$ cat src/hw/lsuPkg.sv
// Widths, operation and state enums, request and bus structs, byte-order helpers
package lsuPkg;

  //////////////////////
  // Widths
  //////////////////////
  localparam int XLEN  = 32;        // Data and address width
  localparam int BYTES = XLEN / 8;  // Byte lanes per bus word

  //////////////////////
  // Encodings
  //////////////////////
  typedef enum logic [2:0] {
    opLoad,
    opStore,
    opAmoSwap,
    opAmoAdd,
    opAmoAnd,
    opAmoOr,
    opAmoXor
  } memOp_t;

  typedef enum logic [1:0] {
    sizeByte,
    sizeHalf,
    sizeWord
  } memSize_t;

  // Bus sequencer phases
  typedef enum logic [1:0] {
    stIdle,   // Waiting for a request
    stRead,   // Read beat on the bus
    stWrite,  // Write beat on the bus
    stDone    // Result strobe to the core
  } seqState_t;

  // One request from the core
  typedef struct packed {
    memOp_t            op;
    memSize_t          size;
    logic              unsignedLoad;  // Zero extend instead of sign extend
    logic              bigEndian;     // MSB at lowest address
    logic [XLEN-1:0]   addr;          // Physical byte address
    logic [XLEN-1:0]   wdata;         // Store data or atomic operand, value order
  } lsuReq_t;

  // Single-beat memory bus request
  typedef struct packed {
    logic              valid;
    logic              write;
    logic [XLEN-1:0]   addr;   // Word aligned
    logic [XLEN-1:0]   wdata;  // Lane k holds byte address k
    logic [BYTES-1:0]  wstrb;  // Lanes to write
  } busReq_t;

  // Reverse the byte lanes of a word
  function automatic logic [XLEN-1:0] byteSwap(input logic [XLEN-1:0] w);
    return {w[7:0], w[15:8], w[23:16], w[31:24]};
  endfunction

  // Read-modify-write operations
  function automatic logic isAmo(input memOp_t op);
    return op inside {opAmoSwap, opAmoAdd, opAmoAnd, opAmoOr, opAmoXor};
  endfunction

endpackage

$ cat src/hw/busSequencer.sv
// Request acceptance, alignment check and read/write phase sequencing for the bus
`timescale 1ns/10ps

module busSequencer (
  input  logic                     clk,
  input  logic                     rst,
  input  logic                     reqValid,
  input  lsuPkg::lsuReq_t          req,
  output lsuPkg::lsuReq_t          hold,      // Request held for the data paths
  output logic                     busValid,
  output logic                     busWrite,
  output logic [lsuPkg::XLEN-1:0]  busAddr,
  input  logic                     busReady,
  output logic                     capture,   // Read data valid on the bus this cycle
  output logic                     done,
  output logic                     fault,
  output logic                     busy
);

  lsuPkg::seqState_t  state;
  lsuPkg::seqState_t  nextState;
  logic               accept;     // Request taken this cycle
  logic               faultReg;   // Misalignment seen at acceptance

  // Halfword needs bit 0 clear, word and atomics need bits 1:0 clear
  function automatic logic misaligned(input lsuPkg::lsuReq_t r);
    logic wordLike;
    wordLike = (r.size == lsuPkg::sizeWord) || lsuPkg::isAmo(r.op);
    return (wordLike && (r.addr[1:0] != 2'b00)) ||
           ((r.size == lsuPkg::sizeHalf) && r.addr[0]);
  endfunction

  assign accept = reqValid && (state == lsuPkg::stIdle);  // Strobe ignored while busy

  //////////////////////
  // Next state
  //////////////////////
  always_comb begin
    nextState = state;
    case (state)
      lsuPkg::stIdle: begin
        if (accept) begin
          if (misaligned(req)) begin
            nextState = lsuPkg::stDone;  // Fault without touching the bus
          end else if (req.op == lsuPkg::opStore) begin
            nextState = lsuPkg::stWrite;
          end else begin
            nextState = lsuPkg::stRead;  // Loads and atomics read first
          end
        end
      end
      lsuPkg::stRead: begin
        if (busReady) begin
          // Atomics continue with the write half
          nextState = (hold.op == lsuPkg::opLoad) ? lsuPkg::stDone : lsuPkg::stWrite;
        end
      end
      lsuPkg::stWrite: begin
        if (busReady) nextState = lsuPkg::stDone;
      end
      lsuPkg::stDone:  nextState = lsuPkg::stIdle;
      default:         nextState = lsuPkg::stIdle;
    endcase
  end

  //////////////////////
  // Registers
  //////////////////////
  always_ff @(posedge clk) begin
    if (rst) begin
      state    <= lsuPkg::stIdle;
      faultReg <= 1'b0;
    end else begin
      state <= nextState;
      if (accept) faultReg <= misaligned(req);  // Held until the next acceptance
    end
  end

  // Request payload
  always_ff @(posedge clk) begin
    if (accept) hold <= req;
  end

  //////////////////////
  // Outputs
  //////////////////////
  assign busValid = (state == lsuPkg::stRead) || (state == lsuPkg::stWrite);
  assign busWrite = state == lsuPkg::stWrite;
  assign busAddr  = {hold.addr[lsuPkg::XLEN-1:2], 2'b00};   // Word address only
  assign capture  = (state == lsuPkg::stRead) && busReady;  // Same cycle as read completion
  assign done     = state == lsuPkg::stDone;
  assign fault    = done && faultReg;
  assign busy     = state != lsuPkg::stIdle;                // Through the done cycle

endmodule

$ cat src/hw/loadDataPath.sv
// Read data capture, value-order word for atomics, subword select and load extension
`timescale 1ns/10ps

module loadDataPath (
  input  logic                     clk,
  input  logic                     rst,
  input  logic                     capture,   // Read beat completes
  input  logic [lsuPkg::XLEN-1:0]  busRdata,
  input  lsuPkg::lsuReq_t          hold,
  output logic [lsuPkg::XLEN-1:0]  oldWord,   // Captured word in value order
  output logic [lsuPkg::XLEN-1:0]  loadData
);

  logic [lsuPkg::XLEN-1:0] rawWord;  // Bus word, lanes by address

  // Pick and extend the addressed bytes of a lane-ordered word
  function automatic logic [lsuPkg::XLEN-1:0] extract(input logic [lsuPkg::XLEN-1:0] raw,
                                                      input lsuPkg::lsuReq_t r);
    logic [7:0]               byteVal;
    logic [7:0]               loLane;   // Lower addressed lane of the halfword
    logic [7:0]               hiLane;
    logic [15:0]              halfVal;
    logic [lsuPkg::XLEN-1:0]  wordVal;
    byteVal = raw[{r.addr[1:0], 3'b000} +: 8];
    loLane  = raw[{r.addr[1], 4'b0000} +: 8];
    hiLane  = raw[{r.addr[1], 4'b1000} +: 8];
    halfVal = r.bigEndian ? {loLane, hiLane} : {hiLane, loLane};  // MSB lane by byte order
    wordVal = r.bigEndian ? lsuPkg::byteSwap(raw) : raw;
    if (lsuPkg::isAmo(r.op)) return wordVal;  // Old value, full word
    case (r.size)
      lsuPkg::sizeByte:
        return r.unsignedLoad ? {{(lsuPkg::XLEN-8){1'b0}}, byteVal}
                              : {{(lsuPkg::XLEN-8){byteVal[7]}}, byteVal};
      lsuPkg::sizeHalf:
        return r.unsignedLoad ? {{(lsuPkg::XLEN-16){1'b0}}, halfVal}
                              : {{(lsuPkg::XLEN-16){halfVal[15]}}, halfVal};
      default: return wordVal;
    endcase
  endfunction

  always_ff @(posedge clk) begin
    if (capture) rawWord <= busRdata;  // Kept for the atomic write half
  end

  // Result visible from the cycle after the read beat
  always_ff @(posedge clk) begin
    if (rst) begin
      loadData <= '0;
    end else if (capture) begin
      loadData <= extract(busRdata, hold);
    end
  end

  assign oldWord = hold.bigEndian ? lsuPkg::byteSwap(rawWord) : rawWord;

endmodule

$ cat src/hw/lsuTop.sv
// Load/store unit top level joining the bus sequencer with the store and load data paths
`timescale 1ns/10ps

module lsuTop (
  input  logic                       clk,
  input  logic                       rst,
  // Core side
  input  logic                       reqValid,  // Single-cycle request strobe
  input  lsuPkg::lsuReq_t            req,
  output logic                       done,      // One cycle per finished request
  output logic                       fault,     // Misaligned, valid with done
  output logic                       busy,
  output logic [lsuPkg::XLEN-1:0]    loadData,
  // Memory side
  output lsuPkg::busReq_t            bus,
  input  logic                       busReady,  // Ends the current beat
  input  logic [lsuPkg::XLEN-1:0]    busRdata
);

  lsuPkg::lsuReq_t              hold;      // Accepted request
  logic                         busValid;
  logic                         busWrite;
  logic [lsuPkg::XLEN-1:0]      busAddr;
  logic                         capture;   // Read beat completes
  logic [lsuPkg::XLEN-1:0]      oldWord;   // Memory word in value order
  logic [lsuPkg::XLEN-1:0]      wdata;
  logic [lsuPkg::BYTES-1:0]     wstrb;

  busSequencer u_busSequencer (
    .clk, .rst,
    .reqValid, .req,
    .hold,
    .busValid, .busWrite, .busAddr,
    .busReady,
    .capture, .done, .fault, .busy
  );

  storeDataPath u_storeDataPath (.hold, .oldWord, .wdata, .wstrb);

  loadDataPath u_loadDataPath (
    .clk, .rst, .capture, .busRdata, .hold,
    .oldWord, .loadData
  );

  // Control fields from the sequencer, payload from the store path
  assign bus = '{valid: busValid, write: busWrite, addr: busAddr, wdata: wdata, wstrb: wstrb};

endmodule

$ cat src/hw/storeDataPath.sv
// Store and atomic write data with lane replication, byte-order swap and byte strobes
`timescale 1ns/10ps

module storeDataPath (
  input  lsuPkg::lsuReq_t           hold,
  input  logic [lsuPkg::XLEN-1:0]   oldWord,  // Memory value for atomics, value order
  output logic [lsuPkg::XLEN-1:0]   wdata,
  output logic [lsuPkg::BYTES-1:0]  wstrb
);

  logic [lsuPkg::XLEN-1:0]  amoValue;    // op(old, wdata)
  logic [lsuPkg::XLEN-1:0]  valueWord;   // Write word before byte-order swap
  logic [1:0]               laneSel;     // Byte offset within the word
  logic                     amo;

  assign amo     = lsuPkg::isAmo(hold.op);
  assign laneSel = hold.addr[1:0];

  //////////////////////
  // Atomic ALU
  //////////////////////
  always_comb begin
    case (hold.op)
      lsuPkg::opAmoAdd: amoValue = oldWord + hold.wdata;  // Wraps modulo 2^32
      lsuPkg::opAmoAnd: amoValue = oldWord & hold.wdata;
      lsuPkg::opAmoOr:  amoValue = oldWord | hold.wdata;
      lsuPkg::opAmoXor: amoValue = oldWord ^ hold.wdata;
      default:          amoValue = hold.wdata;            // Swap
    endcase
  end

  // Replicate subword data over every lane so the strobe picks the right one
  always_comb begin
    if (amo) begin
      valueWord = amoValue;
    end else begin
      case (hold.size)
        lsuPkg::sizeByte: valueWord = {4{hold.wdata[7:0]}};
        lsuPkg::sizeHalf: valueWord = {2{hold.wdata[15:0]}};
        default:          valueWord = hold.wdata;
      endcase
    end
  end

  // Big-endian puts the MSB in the lowest addressed lane
  assign wdata = hold.bigEndian ? lsuPkg::byteSwap(valueWord) : valueWord;

  //////////////////////
  // Byte strobe
  //////////////////////
  always_comb begin
    if (amo) begin
      wstrb = 4'b1111;  // Atomics are always full word
    end else begin
      case (hold.size)
        lsuPkg::sizeByte: wstrb = 4'b0001 << laneSel;
        lsuPkg::sizeHalf: wstrb = 4'b0011 << {laneSel[1], 1'b0};
        default:          wstrb = 4'b1111;
      endcase
    end
  end

endmodule
$ cat config.mk
export PLATFORM = sky130hd
export DESIGN_NAME = lsuTop
export DESIGN_NICKNAME = d
export VERILOG_FILES = /design/src/hw/lsuPkg.sv /design/src/hw/busSequencer.sv /design/src/hw/loadDataPath.sv /design/src/hw/lsuTop.sv /design/src/hw/storeDataPath.sv
export SDC_FILE = /design/constraint.sdc
export NUM_CORES = 1
export LEC_CHECK = 0
export ABC_AREA = 1
export ABC_CLOCK_PERIOD_IN_PS = 2700
export BUFFER_PORTS_ARGS = -buffer_cell sky130_fd_sc_hd__buf_2
export CAP_MARGIN = 20
export CELL_PAD_IN_SITES_DETAIL_PLACEMENT = 2
export CELL_PAD_IN_SITES_GLOBAL_PLACEMENT = 2
export CORE_AREA = 5 5 210 212
export DETAILED_ROUTE_END_ITERATION = 10
export DIE_AREA = 0 0 215 217
export MAX_ROUTING_LAYER = met4
export PLACE_DENSITY_LB_ADDON = 0.1
export SYNTH_ARGS = -nofsm -noshare
export SYNTH_HDL_FRONTEND = slang
export SYNTH_HIERARCHICAL = 1
export SYNTH_SLANG_ARGS = --single-unit
export TNS_END_PERCENT = 30
$ cat constraint.sdc
create_clock -name clk -period 2.7 [get_ports clk]
set_input_delay 0.27 -clock clk [delete_from_list [all_inputs] [get_ports clk]]
set_output_delay 0.27 -clock clk [all_outputs]
set_load 0.005 [all_outputs]
* Yosys cells after proc, flatten, opt, wreduce, memory -nomap -nowiden
Cells that the tools add are included.
** Operators by class
- Bitwise operators :: 3
- $add $sub $neg :: 1
- Mux-type cells :: 24
- Reduce and logical (&&, ||, !) cells :: 16
- Equality and inequality tests :: 20
- Shifts and indexed selects :: 5
** Operators with widths (number)
- $mux W32 :: 8
- $pmux W32 S2 :: 2
- $pmux W32 S4 :: 1
- $shiftx A32 B6 Y8 :: 3
- $add A32 B32 Y32 :: 1
- $and A32 B32 Y32 :: 1
- $or A32 B32 Y32 :: 1
- $xor A32 B32 Y32 :: 1
- $eq A3 B3 Y1 const B :: 6
- $mux W16 :: 1
- $eq A3 B2 Y1 const B :: 4
- $mux W2 :: 5
- $reduce_bool A5 Y1 :: 2
- $pmux W2 S4 :: 1
- $pmux W4 S2 :: 1
- $eq A2 B1 Y1 const B :: 3
- $eq A2 B2 Y1 const B :: 3
- $logic_and A1 B1 Y1 :: 5
- $logic_not A2 Y1 :: 2
- $mux W1 :: 4
- $mux W4 :: 1
- $ne A2 B2 Y1 const B :: 2
- $reduce_bool A2 Y1 :: 2
- $shl A1 B2 Y4 const A :: 1
- other kinds (6) :: 8
** Storage, ports and cells
- Bits in registers :: 138
- Bits of input ports :: 107
- Output and inout port bits :: 105

* Depth between registers and ports, before layout
Gate-level depths: netlist (run 1).
- Word-level depth :: 8
- Gate-level depth with buffers :: 23

* By module
Netlist (run 1), hierarchy kept.
** Modules (own cells, without submodules)
- storeDataPath :: times used 1, seq. area each 0.0 um^2, cells each 1067, area an instance 5006.1 um^2
- loadDataPath :: times used 1, seq. area each 1601.5 um^2, cells each 533, area an instance 3837.4 um^2
- busSequencer :: times used 1, seq. area each 2192.1 um^2, cells each 160, area an instance 2710.1 um^2
- lsuTop :: times used 1, seq. area each 0.0 um^2, cells each 2, area an instance 15.0 um^2

* Least setup slack after synthesis (run 1)
No wires, ideal clock.
- Path type :: flip-flop to output port
- From :: register, netlist name u_busSequencer/hold[64]
- To :: output port bus[20] (netlist name)
- Buffers on the path :: 3
- Required time :: 2.430 ns
- Slack :: -0.269 ns
- Cell stages (with the launch flop) :: 22
- Arrival :: 2.699 ns
- Cell sequence :: edfxtp_1 -> buf_4 -> buf_2 -> clkbuf_1 -> nand2_1 -> o21ai_0 -> ha_1 -> inv_1 -> fa_1 -> inv_1 -> nand3_1 -> nand3_1 -> nand2_1 -> nand2_1 -> nand3_1 -> nand2_1 -> nor2_1 -> o21ai_0 -> nand2_1 -> nand2_1 -> nand2_1 -> nand2_1
** RTL lines
- to (decl) :: RTL line lsuTop.sv:15 : output lsuPkg::busReq_t bus,

==> metrics.csv, run 1 <==
stage,metric,value,unit
status,status,"complete, but fails checks",
status,violations,negative setup slack,
sta,min_period_over_period,140,%
cells_and_area,num_antenna_cells,0,
global_routing,grt_overflow,0,
placement,hpwlAfterDp,45.6,mm
hold_path,min_path_type,input port to flip-flop,
sta,rsz0062_at_grt,true,
sta,worst_slew_pin_slew,0.676,ns
yosys,yosysWarnings,6,
worst_setup_path,cp_cell_sequence,buf_8 > buf_12 > o21ai_4 > buf_6 > inv_4 > ha_4 > nand2_4 > buf_6 > nor2_4 > nand2_4 > buf_6 > nand3b_1 > nand3_1 > o211ai_1 > o21ai_1 > o21ai_1 > nand2_1 > nand2_1 > buf_2,
detailed_routing,num_vias,13600,
sta,slew_headroom,54.9,%
sta,hold_violations,0,
global_routing,antenna_found_initial,0,
cells_and_area,seq_area,3790,µm²
floorplan,dieWidth,215,µm
detailed_routing,detail_route.iter0.violations,562,
clocking,clkSinkCount,138,
placement,placed_cells,2646,
sta,final_max_slew_viol_count,0,
sta,fin_crit,3.78,ns
cells_and_area,instances_no_fill,2768,
hold_path,min_delay_path_depth,1,
worst_setup_path,required,2.43,ns
worst_setup_path,crit_family,buffers and inverters,
clocking,cts_buffers,17,
sta,setup_ws,-1.08,ns
floorplan,die_area,46700,µm²
detailed_routing,wirelength,59.7,mm
clocking,insertion_delay,0.48,ns
detailed_routing,antenna_violating_nets_post_route,0,
worst_setup_path,path_buf_inv,7,
clocking,h-tree-depth,4,
cells_and_area,layout.nets,2393,
worst_setup_path,rr_startpoint,u_busSequencer/hold[64]$_DFFE_PP_,
worst_setup_path,endpoint_kind,output port,
global_routing,grt_pass1_wl,89.9,mm
worst_setup_path,crit_top_cell,buf_6,
placement,place_ws,-1.59,ns
placement,place_area,14600,µm²
power,p_per_area,983,nW/µm²
worst_setup_path,worstSetupPathType,flip-flop to output port,
worst_setup_path,reg2reg_depth,8,
worst_setup_path,cpPeakStageDelay,0.52,ns
worst_setup_path,cp_max_fo,7,
placement,io_buffers,209,
worst_setup_path,worstReg2RegEnd,u_loadDataPath/loadData[30]$_SDFFE_PP0P_,
power,fin_total_pwr,17000,µW
floorplan,start_util,27.2,%
cells_and_area,multi_input_area,7390,µm²
power,p_leak,0.00864,µW
detailed_routing,first_pass_iters,7,
worst_setup_path,arrival,3.51,ns
hold_path,hp-start,busRdata[18],
floorplan,row_count,75,
yosys,synth_cells,1732,
floorplan,fp.coreArea,41800,µm²
detailed_routing,vias_per_cell,4.90,
clocking,clock-root-buffer,clkbuf_16,
yosys,syn_area,11300,µm²
detailed_routing,wl_per_cell,21.6,µm
global_routing,grt_pass1_vias,15000,
cells_and_area,fill_cells,4874,
global_routing,track_usage,25.8,%
clocking,clkTransAtPathRegs,0.09,ns
clocking,cts_tree,yes,
cells_and_area,syn_to_final_growth,52.6,%
worst_setup_path,slowest_stage,edfxtp_1,
sta,max_freq,0.265,GHz
worst_setup_path,regToRegSetupSlack,0.69,ns
yosys,avgSynthCellArea,6.55,µm²
worst_setup_path,path_depth,19,
job,cap_viol_max_count,0,
power,ir_drop,0.401,mV
clocking,cts_buffer_depth,2,
floorplan,ioPinCount,212,
global_routing,grt_max_degree,46,
floorplan,fp.dieH,217,µm
sta,fin_skew,0.0233,ns
hold_path,hold_end,u_loadDataPath/rawWord[18]$_DFFE_PP_,
detailed_routing,route.detailed.drc,0,
sta,setup_viol,32,
placement,gp_congestion,0.912,
worst_setup_path,critPathLaunchType,flip-flop,
cells_and_area,final_area,17300,µm²
cells_and_area,drive_gt1_share,34.8,%
cells_and_area,utilization,41.5,%
## metrics by stage
stage / setup TNS (ns) / hold slack, ns
after CTS: -33.66 / 0.00706
after global routing: -36.83 / 0.0205
after detailed placement: -46.17 / 0.449
final: -32.33 / 0.0424
after floorplan: 0 / 0.339
after global placement: -45.43 / 0.446
## state kept, by name, indices dropped and copies added (netlist names)
register                 cells
u_busSequencer/busAddr      30
u_busSequencer/state         2
u_loadDataPath/loadData     32
u_busSequencer/hold         41
u_busSequencer/faultReg      1
u_loadDataPath/rawWord      32
## repair_timing
| action | CTS | global route |
|---|---|---|
| setup endpoints to repair | 32 | 32 |
| gates cloned | 0 | 1 |
| hold endpoints to repair | 73 | 0 |
| hold buffers | 72 | 0 |
| buffers inserted | 12 | 6 |
| pin swaps | 38 | 46 |
| gates resized for setup | 221 | 118 |
## layout make-up
cell class              count  share of cell area (%)
well taps                 539                    3.90
clock buffers              17                    2.46
inverters                 257                    5.68
multi-input cells        1268                    42.7
clock inverters            15                   0.976
repair buffers            534                    22.4
flip-flops and latches    138                    21.9
## metal layers
metal / global-route usage [%] / wire length [µm]
met3: 3.47 / 1600
met1: 30.1 / 25500
met2: 45.5 / 30400
met5: - / 0
met4: 9.54 / 2220
## how the worst max path moves through the flow
stage                          to                               from  slack, ns
after floorplan           bus[20]  u_busSequencer/hold[64]$_DFFE_PP_      0.001
after global placement    bus[27]  u_busSequencer/hold[64]$_DFFE_PP_      -1.62
after detailed placement  bus[32]  u_busSequencer/hold[64]$_DFFE_PP_      -1.59
after CTS                 bus[32]  u_busSequencer/hold[64]$_DFFE_PP_      -1.16
after global routing      bus[18]  u_busSequencer/hold[64]$_DFFE_PP_      -1.21
final                     bus[12]  u_busSequencer/hold[64]$_DFFE_PP_      -1.08
## placed cells by master, fill, tap and decap left out, types with 17 or more instances in the layout
cell / instances
a21oi_1: 89
a21oi_2: 23
buf_2: 210
buf_4: 224
clkbuf_16: 17
dfxtp_1: 35
dlygate4sd3_1: 72
edfxtp_1: 103
ha_1: 40
ha_4: 24
inv_1: 221
inv_2: 27
nand2_1: 531
nand2_2: 87
nand2_4: 24
nand3_1: 93
nand3_2: 17
nor2_1: 85
o21ai_0: 98
o21ai_2: 19
o22ai_1: 21
## power breakdown
group	switching (µW)	total [µW]	internal [µW]
Clock	1080	2530	1450
Combinational	6830	11300	4500
Sequential	322	3160	2840
Total	8230	17000	8790
Power figures use the tool's default switching activity.
==> inputs of run 2 (changes only) <==
--- a/config.mk
+++ b/config.mk
@@ -7,7 +7,7 @@
 export LEC_CHECK = 0
 export ABC_AREA = 1
 export ABC_CLOCK_PERIOD_IN_PS = 2700
-export BUFFER_PORTS_ARGS = -buffer_cell sky130_fd_sc_hd__buf_2
+export BUFFER_PORTS_ARGS = -buffer_cell sky130_fd_sc_hd__buf_4
 export CAP_MARGIN = 20
 export CELL_PAD_IN_SITES_DETAIL_PLACEMENT = 2
 export CELL_PAD_IN_SITES_GLOBAL_PLACEMENT = 2
@@ -16,6 +16,7 @@
 export DIE_AREA = 0 0 215 217
 export MAX_ROUTING_LAYER = met4
 export PLACE_DENSITY_LB_ADDON = 0.1
+export SETUP_SLACK_MARGIN = 0.4
 export SYNTH_ARGS = -nofsm -noshare
 export SYNTH_HDL_FRONTEND = slang
 export SYNTH_HIERARCHICAL = 1
==> run 2 against run 1 <==
  * Highest routed layer unchanged
  * Final cell count increased by 0.61%
  * Critical path type unchanged
  * Register-to-register slack worse by 0.17 ns
  * The run still ends with negative setup slack left
  * Worst hold slack better by 0.0015 ns
  * Critical endpoint is now bus[32]
  * Largest power group unchanged
  * Clock power about the same
  * Fmax rose by 1.1%
  * Largest cell class unchanged
==> metrics.csv, run 2 (synthesis gave the netlist of run 1 again) <==
stage,metric,value,unit,change
status,status,"complete, but fails checks",,unchanged
status,violations,negative setup slack,,unchanged
cells_and_area,syn_to_final_growth,64.1,%,was 52.6%
worst_setup_path,cp_cell_sequence,buf_6 > buf_6 > buf_16 > o21ai_2 > inv_1 > ha_4 > nand2_2 > nor2_1 > buf_4 > nand2_2 > nand3_4 > nand2_2 > nand3_1 > nand3_1 > nand2_1 > nand2_2 > nand2_4 > nand2_2 > nand2_2 > buf_6,,was buf_8 > buf_12 > o21ai_4 > buf_6 > inv_4 > ha_4 > nand2_4 > buf_6 > nor2_4 > nand2_4 > buf_6 > nand3b_1 > nand3_1 > o211ai_1 > o21ai_1 > o21ai_1 > nand2_1 > nand2_1 > buf_2
global_routing,antenna_found_initial,1,,was 0
placement,gp_congestion,0.886,,was 0.912
placement,hpwlAfterDp,46.9,mm,was 45.6 mm
detailed_routing,first_pass_iters,5,,was 7
clocking,h-tree-depth,4,,unchanged
cells_and_area,layout_common_cells,"nand2_1 (481), buf_4 (405), inv_1 (206), nand2_2 (129), edfxtp_1 (103)",,"was nand2_1 (531), buf_4 (224), inv_1 (221), buf_2 (210), edfxtp_1 (103)"
sta,fin_crit,3.74,ns,was 3.78 ns
detailed_routing,route.detailed.drc,0,,unchanged
cells_and_area,largest_register_ffs,41,,unchanged
floorplan,fp.dieH,217,µm,unchanged
global_routing,grt_pass1_vias,15500,,was 15000
power,power_switching_share,49.2,%,was 48.4%
power,p_int,9310,µW,was 8790 µW
clocking,cts_tree,yes,,unchanged
worst_setup_path,arrival,3.47,ns,was 3.51 ns
sta,hold_violations,0,,unchanged
detailed_routing,detail_route.iter0.violations,771,,was 562
worst_setup_path,crit_family,simple AND/OR/NAND/NOR gates,,was buffers and inverters
clocking,clkSinkCount,138,,unchanged
floorplan,ioPinCount,212,,unchanged
power,fin_total_pwr,18300,µW,was 17000 µW
cells_and_area,drive_gt1_share,38.8,%,was 34.8%
power,p_per_area,984,nW/µm²,was 983 nW/µm²
hold_path,min_path_type,input port to flip-flop,,unchanged
sta,worst_slew_pin_slew,1.03,ns,was 0.676 ns
clocking,clock-root-buffer,clkbuf_16,,unchanged
floorplan,row_count,75,,unchanged
worst_setup_path,critPathLaunchType,flip-flop,,unchanged
cells_and_area,top_register,u_busSequencer/hold,,unchanged
sta,max_freq,0.267,GHz,was 0.265 GHz
worst_setup_path,cp_max_fo,6,,was 7
placement,io_buffers,209,,unchanged
clocking,clkTransAtPathRegs,0.07,ns,was 0.09 ns
cells_and_area,final_common_cell,nand2_1,,unchanged
worst_setup_path,required,2.43,ns,about the same
power,p_comb_share,68.8,%,was 66.6%
clocking,cts_buffers,17,,unchanged
clocking,insertion_delay,0.47,ns,was 0.48 ns
sta,slew_headroom,31.4,%,was 54.9%
sta,fin_skew,0.00676,ns,was 0.0233 ns
placement,place_area,15200,µm²,was 14600 µm²
cells_and_area,layout.nets,2409,,was 2393
detailed_routing,wirelength,65.4,mm,was 59.7 mm
cells_and_area,final_area,18600,µm²,was 17300 µm²
detailed_routing,antenna_violating_nets_post_route,0,,unchanged
floorplan,die_area,46700,µm²,unchanged
worst_setup_path,cpPeakStageDelay,0.46,ns,was 0.52 ns
clocking,cts_buffer_depth,2,,unchanged
sta,setup_tns,-31.20,ns,was -32.33 ns
floorplan,dieWidth,215,µm,unchanged
global_routing,grt_max_degree,73,,was 46
sta,setup_ws,-1.04,ns,was -1.08 ns
floorplan,fp.coreArea,41800,µm²,unchanged
sta,final_max_slew_viol_count,0,,unchanged
power,pwr-share-seq,17.5,%,was 18.6%
global_routing,grt_pass1_wl,94.5,mm,was 89.9 mm
job,cap_viol_max_count,0,,unchanged
cells_and_area,utilization,44.6,%,was 41.5%
global_routing,track_usage,27.4,%,was 25.8%
sta,setup_viol,32,,unchanged
worst_setup_path,path_buf_inv,6,,was 7
detailed_routing,wl_per_cell,23.5,µm,was 21.6 µm
power,ir_drop,0.487,mV,was 0.401 mV
cells_and_area,top_regs,"u_busSequencer/hold (41), u_loadDataPath/loadData (32), u_loadDataPath/rawWord (32)",,unchanged
sta,min_period_over_period,139,%,was 140%
detailed_routing,vias_per_cell,5.01,,was 4.90
worst_setup_path,endpoint_kind,output port,,unchanged
floorplan,start_util,27.2,%,unchanged
power,clkPwrFrac,13.7,%,was 14.9%
worst_setup_path,crit_top_cell,nand2_2,,was buf_6
worst_setup_path,worstSetupPathType,flip-flop to output port,,unchanged
sta,rsz0062_at_grt,true,,unchanged
detailed_routing,num_vias,13900,,was 13600
power,p_leak,0.00895,µW,was 0.00864 µW
worst_setup_path,slowest_stage,edfxtp_1,,unchanged
power,p_switching,9020,µW,was 8230 µW
global_routing,grt_overflow,0,,unchanged
[run 2: stage by stage]
step	instances	worst slack, ns	hold WS (ns)
2_1_floorplan	1733	0.0862	0.339
3_3_place_gp	2622	-1.05	0.449
3_5_place_dp	2622	-1.22	0.450
4_1_cts	2778	-0.991	0.00137
5_1_grt	2785	-1.20	0.0271
6_report	2785	-1.04	0.0440
[run 2: worst register-to-register path, delay by kind of cell, from the launching register on]
family	cells	cell delay [ns]
compound gates	1	0.14
flops	1	0.46
buf+inv	4	0.85
simple gates	4	0.62
[run 2: metal layers]
layer  wire, µm  part of all wire (%)  GRT usage [%]
met1      26400                    40           30.2
met2      34600                    53           50.0
met3       1750                   2.7           4.16
met4       2650                   4.1           10.2
met5          0                     0              -
[run 2: path summary, 6_finish.rpt]
check	slack [ns]	startpoint	cells past startpoint	end
hold / removal	0.04	busRdata[21]	1	u_loadDataPath/rawWord[21]$_DFFE_PP_
setup / recovery	-1.04	u_busSequencer/hold[64]$_DFFE_PP_	20	bus[32]
hold reg to reg	0.55	u_loadDataPath/loadData[25]$_SDFFE_PP0P_	2	u_loadDataPath/loadData[25]$_SDFFE_PP0P_
setup reg to reg	0.52	u_busSequencer/hold[64]$_DFFE_PP_	9	u_loadDataPath/loadData[22]$_SDFFE_PP0P_
[run 2: timing repair]
item | 4_1_cts | 5_1_grt
pin swaps | 67 | 91
setup buffers | 20 | 5
gates cloned | 4 | 1
hold endpoints to repair | 101 | 0
hold buffers | 100 | 0
setup endpoints to repair | 36 | 56
gates resized for setup | 275 | 164
[run 2: power groups by stage]
stage	registers, µW	clock network, µW	logic (µW)
floorplan	3130	0	5100
global route	3260	2660	13500
global placement	3190	0	9730
finish	3210	2510	12600
detailed placement	3220	0	10100
CTS	3190	2580	11700
[run 2: final cells by class]
cell class                 instances  area (µm²)
sequential                       138        3790
multi-input combinational       1268        7860
tap                              539         674
fill                            4685       23100
clock buffer                      17         425
clock inverter                    15         176
timing repair buffer             550        4690
inverter                         257         996
antenna                            1        2.50
==> inputs of run 3 (changes only) <==
--- a/config.mk
+++ b/config.mk
@@ -7,7 +7,7 @@
 export LEC_CHECK = 0
 export ABC_AREA = 1
 export ABC_CLOCK_PERIOD_IN_PS = 2700
-export BUFFER_PORTS_ARGS = -buffer_cell sky130_fd_sc_hd__buf_4
+export BUFFER_PORTS_ARGS = -buffer_cell sky130_fd_sc_hd__buf_2
 export CAP_MARGIN = 20
 export CELL_PAD_IN_SITES_DETAIL_PLACEMENT = 2
 export CELL_PAD_IN_SITES_GLOBAL_PLACEMENT = 2
==> run 3 against run 2 <==
  * Worst setup slack lost 0.038 ns
  * Routed wire length decreased by 8.8%
  * Power down 10%
  * Die area stayed put
  * Combinational power decreased by 14%
  * Fmax decreased by 1.0%
  * Sequential cell count is the same
  * The run still ends with negative setup slack left
  * Global-route usage down 1.7 points
==> metrics.csv, run 3 (synthesis gave the netlist of run 1 again) <==
stage,metric,value,unit,change
detailed_routing,antenna_violating_nets_post_route,0,,unchanged
floorplan,dieWidth,215,µm,unchanged
global_routing,grt_overflow,0,,unchanged
cells_and_area,top_regs,"u_busSequencer/hold (41), u_loadDataPath/loadData (32), u_loadDataPath/rawWord (32)",,unchanged
sta,setup_tns,-32.47,ns,was -31.20 ns
sta,min_period_over_period,140,%,was 139%
placement,io_buffers,209,,unchanged
worst_setup_path,worstSetupPathType,flip-flop to output port,,unchanged
sta,hold_violations,0,,unchanged
cells_and_area,syn_to_final_growth,49.0,%,was 64.1%
global_routing,grt_pass1_wl,89.6,mm,was 94.5 mm
hold_path,min_path_type,input port to flip-flop,,unchanged
detailed_routing,detail_route.iter0.violations,573,,was 771
floorplan,ioPinCount,212,,unchanged
floorplan,die_area,46700,µm²,unchanged
floorplan,fp.dieH,217,µm,unchanged
worst_setup_path,critPathLaunchType,flip-flop,,unchanged
cells_and_area,layout.nets,2377,,was 2409
detailed_routing,num_vias,13500,,was 13900
worst_setup_path,regToRegSetupSlack,0.66,ns,was 0.52 ns
placement,hpwlAfterDp,46.4,mm,was 46.9 mm
detailed_routing,vias_per_cell,4.92,,was 5.01
status,violations,negative setup slack,,unchanged
sta,setup_ws,-1.08,ns,was -1.04 ns
global_routing,grt_pass1_vias,14900,,was 15500
power,p_leak,0.00850,µW,was 0.00895 µW
detailed_routing,first_pass_iters,4,,was 5
sta,fin_hold_ws,0.0355,ns,was 0.0440 ns
detailed_routing,route.detailed.drc,0,,unchanged
power,p_per_area,976,nW/µm²,was 984 nW/µm²
clocking,clock-root-buffer,clkbuf_16,,unchanged
detailed_routing,wirelength,59.7,mm,was 65.4 mm
cells_and_area,multi_input_area,7150,µm²,was 7860 µm²
worst_setup_path,required,2.43,ns,about the same
sta,max_freq,0.265,GHz,was 0.267 GHz
hold_path,hold_end,u_loadDataPath/rawWord[9]$_DFFE_PP_,,was u_loadDataPath/rawWord[21]$_DFFE_PP_
cells_and_area,fill_cells,4989,,was 4685
hold_path,min_delay_path_depth,1,,unchanged
job,cap_viol_max_count,0,,unchanged
cells_and_area,layout_common_cells,"nand2_1 (562), inv_1 (233), buf_4 (222), buf_2 (209), edfxtp_1 (103)",,"was nand2_1 (481), buf_4 (405), inv_1 (206), nand2_2 (129), edfxtp_1 (103)"
worst_setup_path,endpoint_kind,output port,,unchanged
clocking,cts_tree,yes,,unchanged
clocking,h-tree-depth,4,,unchanged
cells_and_area,seq_area,3790,µm²,unchanged
sta,setup_viol,32,,unchanged
hold_path,hp-start,busRdata[9],,was busRdata[21]
global_routing,antenna_found_initial,0,,was 1
placement,gp_congestion,0.895,,was 0.886
floorplan,fp.coreArea,41800,µm²,unchanged
placement,place_ws,-0.869,ns,was -1.22 ns
worst_setup_path,rr_startpoint,u_busSequencer/state[1]$_SDFFE_PP0P_,,was u_busSequencer/hold[64]$_DFFE_PP_
power,ir_drop,0.462,mV,was 0.487 mV
sta,slew_headroom,32.1,%,was 31.4%
sta,fin_crit,3.78,ns,was 3.74 ns
cells_and_area,top_register,u_busSequencer/hold,,unchanged
sta,final_max_slew_viol_count,0,,unchanged
worst_setup_path,reg2reg_depth,7,,was 9
clocking,clkSinkCount,138,,unchanged
worst_setup_path,arrival,3.51,ns,was 3.47 ns
clocking,clkTransAtPathRegs,0.07,ns,about the same
sta,rsz0062_at_grt,true,,unchanged
clocking,cts_buffer_depth,2,,unchanged
cells_and_area,num_antenna_cells,0,,was 1
worst_setup_path,worstReg2RegEnd,u_loadDataPath/loadData[23]$_SDFFE_PP0P_,,was u_loadDataPath/loadData[22]$_SDFFE_PP0P_
sta,worst_slew_pin_slew,1.02,ns,was 1.03 ns
sta,fin_skew,0.0160,ns,was 0.00676 ns
cells_and_area,instances_no_fill,2752,,was 2785
placement,placed_cells,2639,,was 2622
global_routing,grt_max_degree,73,,unchanged
worst_setup_path,cp_max_fo,7,,was 6
clocking,insertion_delay,0.49,ns,was 0.47 ns
cells_and_area,final_common_cell,nand2_1,,unchanged
cells_and_area,largest_register_ffs,41,,unchanged
status,status,"complete, but fails checks",,unchanged
floorplan,start_util,27.2,%,unchanged
floorplan,row_count,75,,unchanged
detailed_routing,wl_per_cell,21.7,µm,was 23.5 µm
power,fin_total_pwr,16500,µW,was 18300 µW
cells_and_area,drive_gt1_share,31.9,%,was 38.8%
global_routing,track_usage,25.7,%,was 27.4%
clocking,cts_buffers,17,,unchanged
[run 3: metrics by stage]
stage,instance area [µm²],util [%]
floorplan,11700,-
global placement,14800,35.5
detailed placement,14800,35.5
CTS,16400,39.3
global route,16900,40.5
finish,16900,40.5
[run 3: power by group]
part | total (µW) | switching, µW | leakage (µW) | internal, µW
logic | 10800 | 6600 | 0.00696 | 4210
clock network | 2510 | 1190 | 0.000292 | 1320
registers | 3170 | 333 | 0.00125 | 2840
[run 3: metal layers]
metal | vias to the layer above | global-route usage, % | routed length (µm)
met1 | 6824 | 30.2 | 25500
met5 | - | - | 0
li1 | 6481 | - | -
met2 | 177 | 47.0 | 31600
met3 | 56 | 3.04 | 1310
met4 | 0 | 6.04 | 1200
[run 3: layout make-up]
class	count	area share, %
Clock buffer	17	2.52
Clock inverter	15	1.01
Inverter	257	5.81
Multi-Input combinational cell	1268	42.3
Sequential cell	138	22.5
Tap cell	539	3.99
Timing Repair Buffer	518	21.9
[run 3: critical path, stage by stage (launching register included)]
cell and delay, ns:
edfxtp_1 0.42, buf_6 0.14, buf_12 0.13, buf_8 0.12
buf_6 0.12, o21ai_4 0.19, ha_4 0.19, inv_4 0.04
fa_2 0.41, inv_4 0.12, nand2_4 0.06, nand3_2 0.07
nand2_1 0.07, nand2_2 0.15, nand2_2 0.08, nand2_1 0.06
nand2_1 0.05, nand3_1 0.06, nand2_1 0.07, nand2_2 0.09
nand2_4 0.08, nand2_2 0.09, nand2_1 0.06, buf_2 0.14
[run 3: worst max-delay path by stage]
stage,startpoint,end,cells after the start
floorplan,u_busSequencer/hold[64]$_DFFE_PP_,bus[20],21
global placement,u_busSequencer/hold[64]$_DFFE_PP_,bus[6],21
detailed placement,u_busSequencer/hold[64]$_DFFE_PP_,bus[30],21
CTS,u_busSequencer/hold[64]$_DFFE_PP_,bus[34],21
global route,u_busSequencer/hold[64]$_DFFE_PP_,bus[10],21
finish,u_busSequencer/hold[64]$_DFFE_PP_,bus[10],23
[run 3: timing repair]
item / 4_1_cts / 5_1_grt
setup endpoints to repair: 36 / 36
gates cloned: 0 / 2
resized for setup: 79 / 107
hold buffers: 72 / 0
hold endpoints to repair: 73 / 0
pin swaps: 4 / 31
setup buffers: 1 / 6
